File: config.mk
export PLATFORM = sky130hd
export DESIGN_NAME = pos_cache
export DESIGN_NICKNAME = d
export VERILOG_FILES = /design/src/source/md_types_pkg.sv /design/src/source/cell_pkg.sv /design/src/source/bank_if.sv /design/src/source/cell_bank.sv /design/src/source/pos_cache.sv
export SDC_FILE = /design/constraint.sdc
export NUM_CORES = 2
export LEC_CHECK = 0
export BUFFER_PORTS_ARGS = -buffer_cell sky130_fd_sc_hd__buf_2
export CORE_UTILIZATION = 31
export DETAILED_ROUTE_END_ITERATION = 8
export PLACE_DENSITY_LB_ADDON = 0.2
export REMOVE_ABC_BUFFERS = 1
export SLEW_MARGIN = 30
export SYNTH_ARGS = -nofsm -noshare
export SYNTH_HDL_FRONTEND = slang
export SYNTH_HIERARCHICAL = 1
export SYNTH_SLANG_ARGS = --single-unit
File: constraint.sdc
create_clock -name clk -period 6.2 [get_ports clk]
set_clock_uncertainty 0.1 [all_clocks]
set_input_delay 0.93 -clock clk [delete_from_list [all_inputs] [get_ports clk]]
set_output_delay 0.93 -clock clk [all_outputs]
set_load 0.05 [all_outputs]
File: src/source/md_types_pkg.sv
/*
 * Positions are fixed-point words of three 16-bit coordinates, z in the top bits.
 * Bank size is a power of two so the address width follows from the capacity.
 */
package md_types_pkg;

	////////////////////////////////////////////////////////////
	// Position word layout
	////////////////////////////////////////////////////////////

	// One coordinate axis
	localparam int COORD_WIDTH = 16;

	// Stored as {z, y, x}
	localparam int POS_WIDTH = 3 * COORD_WIDTH;

	// Address 0 of a bank reuses this word for the particle count
	typedef logic [POS_WIDTH-1:0] pos_t;

	////////////////////////////////////////////////////////////
	// Bank sizing
	////////////////////////////////////////////////////////////

	// Address 0 counts toward the capacity
	localparam int CELL_CAPACITY = 16;

	localparam int BANK_ADDR_WIDTH = $clog2(CELL_CAPACITY);

	typedef logic [BANK_ADDR_WIDTH-1:0] bank_addr_t;

endpackage

File: src/source/cell_pkg.sv
/*
 * Each axis of a cell coordinate is 4 bits wide, so a cell coordinate is 12 bits.
 * Only two cells are defined here. A larger grid needs more constants.
 */
package cell_pkg;

	// Width of one axis
	localparam int CELL_ID_WIDTH = 4;

	// Packed as {cell_x, cell_y, cell_z} from the MSB down
	typedef struct packed
	{
		logic [CELL_ID_WIDTH-1:0] cell_x;
		logic [CELL_ID_WIDTH-1:0] cell_y;
		logic [CELL_ID_WIDTH-1:0] cell_z;
	} cell_id_t;

	// The two cells of this subsystem
	localparam cell_id_t CELL_A = '{cell_x: 4'd2, cell_y: 4'd2, cell_z: 4'd3};

	// Neighbour of CELL_A along z
	localparam cell_id_t CELL_B = '{cell_x: 4'd2, cell_y: 4'd2, cell_z: 4'd4};

endpackage

File: src/source/bank_if.sv
/*
 * One single-port position bank. The controller owns every request signal.
 * Read data lags a read request by one clock.
 */
`timescale 1ns/1ps

interface bank_if;
	import md_types_pkg::*;

	// Shared read and write address
	bank_addr_t addr;
	pos_t wdata;
	logic wren;
	logic rden;
	// Registered read data
	pos_t q;

	// Controller side
	modport ctrl
	(
		output addr,
		output wdata,
		output wren,
		output rden,
		input q
	);

	// Memory side
	modport mem
	(
		input addr,
		input wdata,
		input wren,
		input rden,
		output q
	);

endinterface

File: src/source/cell_bank.sv
/*
 * Single-port bank that is cleared by rst. A read and a write must not share a cycle.
 * q is updated one edge after rden and keeps its value while rden is low.
 */
`timescale 1ns/1ps

module cell_bank
(
	input logic clk,
	input logic rst,
	bank_if.mem mem
);
	import md_types_pkg::*;

	// Storage where address 0 holds the particle count
	pos_t words [CELL_CAPACITY];

	////////////////////////////////////////////////////////////
	// Write port and registered read
	////////////////////////////////////////////////////////////
	always_ff @(posedge clk)
	begin
		if (rst)
		begin
			// Both banks start out empty
			for (int i = 0; i < CELL_CAPACITY; i++)
			begin
				words[i] <= '0;
			end
			mem.q <= '0;
		end
		else
		begin
			if (mem.wren)
			begin
				words[mem.addr] <= mem.wdata;
			end
			// Hold last word when idle
			if (mem.rden)
			begin
				mem.q <= words[mem.addr];
			end
		end
	end

	////////////////////////////////////////////////////////////
	// Checks
	////////////////////////////////////////////////////////////

	// The controller steers reads and writes to opposite banks,
	// so a bank never sees both in one cycle
	a_no_rd_wr_collision: assert property (
		@(posedge clk) disable iff (rst)
		!(mem.rden && mem.wren)
	)
	else
		$error("cell_bank: read and write in the same cycle");

endmodule

File: src/source/pos_cache.sv
/*
 * Double-buffered cache for one cell. motion_update_enable is a level held for the update.
 * There is no overflow handling. The caller keeps each update within CELL_CAPACITY - 1 beats.
 */
`timescale 1ns/1ps

module pos_cache
#(
	parameter cell_pkg::cell_id_t MY_CELL = cell_pkg::CELL_A
)
(
	input logic clk,
	input logic rst,
	input logic motion_update_enable,
	input md_types_pkg::pos_t bcast_pos,
	input cell_pkg::cell_id_t bcast_dst_cell,
	input logic bcast_valid,
	input logic rd_en,
	input md_types_pkg::bank_addr_t rd_addr,
	output md_types_pkg::pos_t particle_info
);
	import md_types_pkg::*;

	typedef enum logic [1:0]
	{
		ST_WAIT,
		ST_CAPTURE,
		ST_WRITE_COUNT,
		ST_SWAP
	} state_t;

	state_t state;

	// 0 means bank 0 serves reads and bank 1 collects
	logic active_bank;
	// Bank that served the read now in q
	logic out_sel;

	// Next write address. One wider than an address so a full bank fits
	logic [BANK_ADDR_WIDTH:0] wr_count;
	logic [BANK_ADDR_WIDTH:0] particle_count;

	// Registered write toward the collecting bank
	logic wr_en;
	bank_addr_t wr_addr;
	pos_t wr_data;

	logic hit;
	logic do_capture;
	logic do_count;

	bank_if bank_0 ();
	bank_if bank_1 ();

	////////////////////////////////////////////////////////////
	// Beat decode
	////////////////////////////////////////////////////////////

	// Accept only beats addressed to this cell while the update runs
	assign hit = motion_update_enable && bcast_valid && (bcast_dst_cell == MY_CELL);

	// A beat in the first enabled cycle is taken straight from ST_WAIT
	assign do_capture = hit && ((state == ST_WAIT) || (state == ST_CAPTURE));
	assign do_count = (state == ST_WRITE_COUNT);

	// Counter runs one ahead of the number of particles
	assign particle_count = wr_count - 1'b1;

	////////////////////////////////////////////////////////////
	// Control FSM
	////////////////////////////////////////////////////////////
	always_ff @(posedge clk)
	begin
		if (rst)
		begin
			state <= ST_WAIT;
			active_bank <= 1'b0;
			wr_count <= 1;
			wr_en <= 1'b0;
		end
		else
		begin
			wr_en <= do_capture || do_count;

			// Address 0 is kept for the count
			if (do_capture)
			begin
				wr_count <= wr_count + 1'b1;
			end

			case (state)
				ST_WAIT:
				begin
					if (motion_update_enable)
					begin
						state <= ST_CAPTURE;
					end
				end
				// Enable low closes the update
				ST_CAPTURE:
				begin
					if (!motion_update_enable)
					begin
						state <= ST_WRITE_COUNT;
					end
				end
				// Count write is queued by the wr_en update above
				ST_WRITE_COUNT:
				begin
					state <= ST_SWAP;
				end
				// First cycle lets the count land in address 0
				// and the second cycle flips the banks
				ST_SWAP:
				begin
					if (!wr_en)
					begin
						active_bank <= ~active_bank;
						wr_count <= 1;
						state <= ST_WAIT;
					end
				end
				default:
				begin
					state <= ST_WAIT;
				end
			endcase
		end
	end

	// Write payload that wr_en qualifies
	always_ff @(posedge clk)
	begin
		if (do_capture)
		begin
			wr_addr <= wr_count[BANK_ADDR_WIDTH-1:0];
			wr_data <= bcast_pos;
		end
		else if (do_count)
		begin
			wr_addr <= '0;
			// Zero-extended into the position word
			wr_data <= pos_t'(particle_count);
		end
	end

	// Follows active_bank by one edge to match the bank read latency
	always_ff @(posedge clk)
	begin
		if (rst)
		begin
			out_sel <= 1'b0;
		end
		else
		begin
			out_sel <= active_bank;
		end
	end

	////////////////////////////////////////////////////////////
	// Bank steering
	////////////////////////////////////////////////////////////
	always_comb
	begin
		// Reads go to the active bank and writes to the other one
		bank_0.addr = active_bank ? wr_addr : rd_addr;
		bank_0.wdata = wr_data;
		bank_0.wren = wr_en && active_bank;
		bank_0.rden = rd_en && !active_bank;

		bank_1.addr = active_bank ? rd_addr : wr_addr;
		bank_1.wdata = wr_data;
		bank_1.wren = wr_en && !active_bank;
		bank_1.rden = rd_en && active_bank;
	end

	// A read issued just before a flip still returns from the old bank
	assign particle_info = out_sel ? bank_1.q : bank_0.q;

	cell_bank mem_0
	(
		.clk(clk),
		.rst(rst),
		.mem(bank_0.mem)
	);

	cell_bank mem_1
	(
		.clk(clk),
		.rst(rst),
		.mem(bank_1.mem)
	);

	////////////////////////////////////////////////////////////
	// Checks
	////////////////////////////////////////////////////////////

	// A full bank puts the counter at CELL_CAPACITY. One beat more would wrap address 0
	a_count_in_range: assert property (
		@(posedge clk) disable iff (rst)
		wr_count <= CELL_CAPACITY
	)
	else
		$error("pos_cache: bank overflow, write counter %0d", wr_count);

	// No write may still be pending once a bank has become the read bank
	a_no_write_to_active: assert property (
		@(posedge clk) disable iff (rst)
		$changed(active_bank) |-> !wr_en && !bank_0.wren && !bank_1.wren
	)
	else
		$error("pos_cache: write reaching the newly active bank");

endmodule

==> flow_summary.toml <==
[outcome]
status = "complete, no violations"

[worst_hold_path]
whs_path_depth = 2
hold_end = "bank_0.wdata[40]"
hold_path.startpoint = "bcast_pos[40]"
hold_class = "input port to register"

[placed_design]
dpl_cell_area_sq_um = 80100
routabilityCongestion = 0.774
place_hpwl_um = 136000
portBuffers = 116

[clocking]
clk_pin_slew_worst_paths_ns = 0.06
cts_root_buf = "sky130_fd_sc_hd__clkbuf_16"
cts_htree_levels = 4
cts_tree = "done"
ctsHoldBuffers = 0
clk_path_buf_depth = 3
number_of_resized_instances_in_the_post_cts_repair_step = 0
clk-insertion-delay-late_ns = 0.85
inserted_clock_buffers = 187
cts_sinks = 1694
cts_post_setup_buffers_inserted = 0

[detailed_routing]
vias = 43638
total_iterations_of_the_first_detailed_routing_run = 5
drtIter0Drc = 3517
drc = 0
wl_per_cell_um = 26.7
route.antenna.remaining_nets = 0
routed_vias_inst = 4.98
wirelength_um = 234000

[worst_setup_path]
path_cells = "mux2_2 -> buf_4 -> nand2b_4 -> nor4_2 -> buf_4 -> or2_2 -> buf_4"
rr_endpoint = "mem_1/words[2][47]"
worst_setup_path_start_kind = "register"
worst-endpoint-required_ns = 6.62
startpoint = "active_bank"
rr_worst_depth = 7
crit_path_frequent_cell = "sky130_fd_sc_hd__buf_4"
setup.worst_path.class = "register to register"
critical_path_end_type = "register"
worst-r2r-setup-slack_ns = 1.92
origin_of_the_critical_flop_to_flop_path = "active_bank"
peak_fanout_along_the_critical_path = 49
arrival_time_at_the_worst_endpoint_ns = 4.70
critPathSlowestCell = "sky130_fd_sc_hd__or2_2"
crit_path_max_incr_delay_ns = 0.84

[grt]
grt_max_degree = 85
number_of_global_route_vias_before_repair = 44077
grt_first_pass_wirelength_um = 333000
overflow = 0
grt_antenna_before_repair = 21
globalRouteTotalUtil_pct = 18.6

[synthesis]
cell_types_with_the_largest_area_share_after_synthesis = "sky130_fd_sc_hd__edfxtp_1 63%, sky130_fd_sc_hd__and2_1 13%, sky130_fd_sc_hd__mux2i_1 7.6%, sky130_fd_sc_hd__mux4_2 2.8%, sky130_fd_sc_hd__dfxtp_1 2.8%"
mapped_area_sq_um = 76300
yosysSeqAreaShare_pct = 65.3
netlist_top_cells_count = "1588 x sky130_fd_sc_hd__edfxtp_1, 1540 x sky130_fd_sc_hd__and2_1, 577 x sky130_fd_sc_hd__mux2i_1, 328 x sky130_fd_sc_hd__clkbuf_1, 217 x sky130_fd_sc_hd__nor2_1"
synth-edff-count = 1588
netlist.top_cell.by_area = "sky130_fd_sc_hd__edfxtp_1"
ys_seq_elements = 1694
postSynth.asyncResetShare_pct = 0
synth.avg_cell_area_sq_um = 14.1
synthMostInstantiatedCell = "sky130_fd_sc_hd__edfxtp_1"
synthesis.instances = 5390
yosysWarnings = 6
yosysTopAreaCellShare_pct = 62.5
synthDistinctLibCells = 56
dominantRegCellSynth = "sky130_fd_sc_hd__edfxtp_1"

[final_layout]
layout.cell_area.non_filler_sq_um = 86000
synthToLayoutAreaGrowth_pct = 12.8
area.sequential_sq_um = 49800
drive_gt1_share_pct = 14.0
fin_nets = 5456
number_of_inserted_filler_cells_in_the_final_layout = 23109
multi_input_area_sq_um = 24200

[power_and_ir_drop]
vdd.ir_drop.worst_mv = 0.238
pwr_density_cell_nw_per_um2 = 324
total_power_mw = 27.9
power_leakage_nw = 32.0

[die]
floorplan.die.width_um = 498
fp.coreArea_sq_um = 244000
floorplan.die.height_um = 498
initial_utilization_pct = 31.3
core.rowCount = 181
floorplan.die_area_sq_um = 248000
num_io_pins = 117

[sta]
max_slew.worst_pin.slew_ns = 0.980
finalSetupViolCount = 0
timing.fmax_mhz = 234
timing_hold_violations_final = 0
relSlewSlack_pct = 34.7
finalCriticalPeriod_ns = 4.28
slew_viol_final = 0
unrepaired_setup_endpoints_after_global_routing = "no"
fin_crit_sh_pct = 69.1

[run]
maxCapViolCount = 0
==> cell type report <==
type | count | share of cell area, %
inverter | 6 | 0.0276
clock buffer | 284 | 6.10
clock inverter | 65 | 0.711
sequential | 1694 | 57.9
tap | 3202 | 4.66
timing repair buffer | 285 | 2.42
multi-input combinational | 3206 | 28.1
antenna | 15 | 0.0436
==> critical path, delay by kind of cell, from the launching register on <==
kind                   cells  cell delay (ns)
AND/OR/NAND/NOR            3             1.23
multiplexers               1             0.52
flip-flops                 1             0.82
buffers and inverters      3             1.23
==> kinds of logic after synthesis <==
group	count (synthesis)	share of synthesized area [%]
AO/OA/AOI/OAI	440	4.21
AND/OR/NAND/NOR	2025	15.7
XOR/XNOR	4	0.0460
adder cells (fa/ha/maj)	7	0.115
buffers and inverters	490	3.35
flip-flops	1694	65.3
multiplexers	730	11.3
==> per-stage QoR <==
step | hold slack, ns | util, % | setup TNS [ns] | worst slack (ns) | instances
6_report | 0.281 | 35.3 | 0 | 1.92 | 8757
3_5_place_dp | 0.375 | 32.9 | 0 | 1.55 | 8393
3_3_place_gp | 0.367 | 32.8 | 0 | 1.59 | 8383
5_1_grt | 0.245 | 35.3 | 0 | 1.68 | 8745
4_1_cts | 0.211 | 35.3 | 0 | 1.86 | 8742
2_1_floorplan | 0.353 | - | -5386.53 | -3.04 | 4906
==> flip-flops by register name, summed over array words and instances, names as in the netlist <==
| register | count |
|---|---|
| bank_0.wdata | 48 |
| mem_0/mem.q | 48 |
| state | 2 |
| wr_addr | 4 |
| wr_en | 1 |
| active_bank | 1 |
| mem_1/mem.q | 48 |
| wr_count | 5 |
| out_sel | 1 |
| mem_1/words | 768 |
| mem_0/words | 768 |
==> routing by layer <==
layer  part of all wire, %  vias up  track usage (%)
met1                    45    22520             25.7
met2                    47     1176             30.3
met4                   2.4        4             5.34
li1                      -    19659                -
met3                   5.0      279             2.67
met5                0.0077        -                0
==> power breakdown <==
part	switching, mW	internal [mW]	total, mW	leakage [nW]
Clock	4.69	6.03	10.7	2.85
Sequential	0.321	13.0	13.3	17.2
Combinational	2.60	1.22	3.82	11.9
==> placed cells by master (no fill, tap or decap), drive strengths merged, types with 3 or more instances in the layout <==
master	instances
nand3	68
or4	3
mux4	96
nor3	16
o31ai	3
a311oi	96
dfxtp	106
a2bb2oi	59
inv	15
clkbuf	284
nand2b	8
a21oi	6
bufinv	4
clkinv	52
ha	7
o22ai	192
or3b	6
buf	285
nor2b	8
o21ai	41
and3	45
edfxtp	1588
and2	1540
or3	3
diode	15
mux2i	577
nor2	218
mux2	57
nand3b	8
a221oi	37
or2	33
nand2	63
==> worst max path at each step <==
stage,to,slack (ns),cells after the start
floorplan,mem_1/words[11][0],-3.04,5
global placement,mem_1/words[0][11],1.59,7
detailed placement,mem_1/words[0][11],1.55,7
CTS,mem_1/words[2][35],1.86,7
global route,mem_1/words[2][44],1.68,7
finish,mem_1/words[2][47],1.92,7
Power figures use the tool's default switching activity.
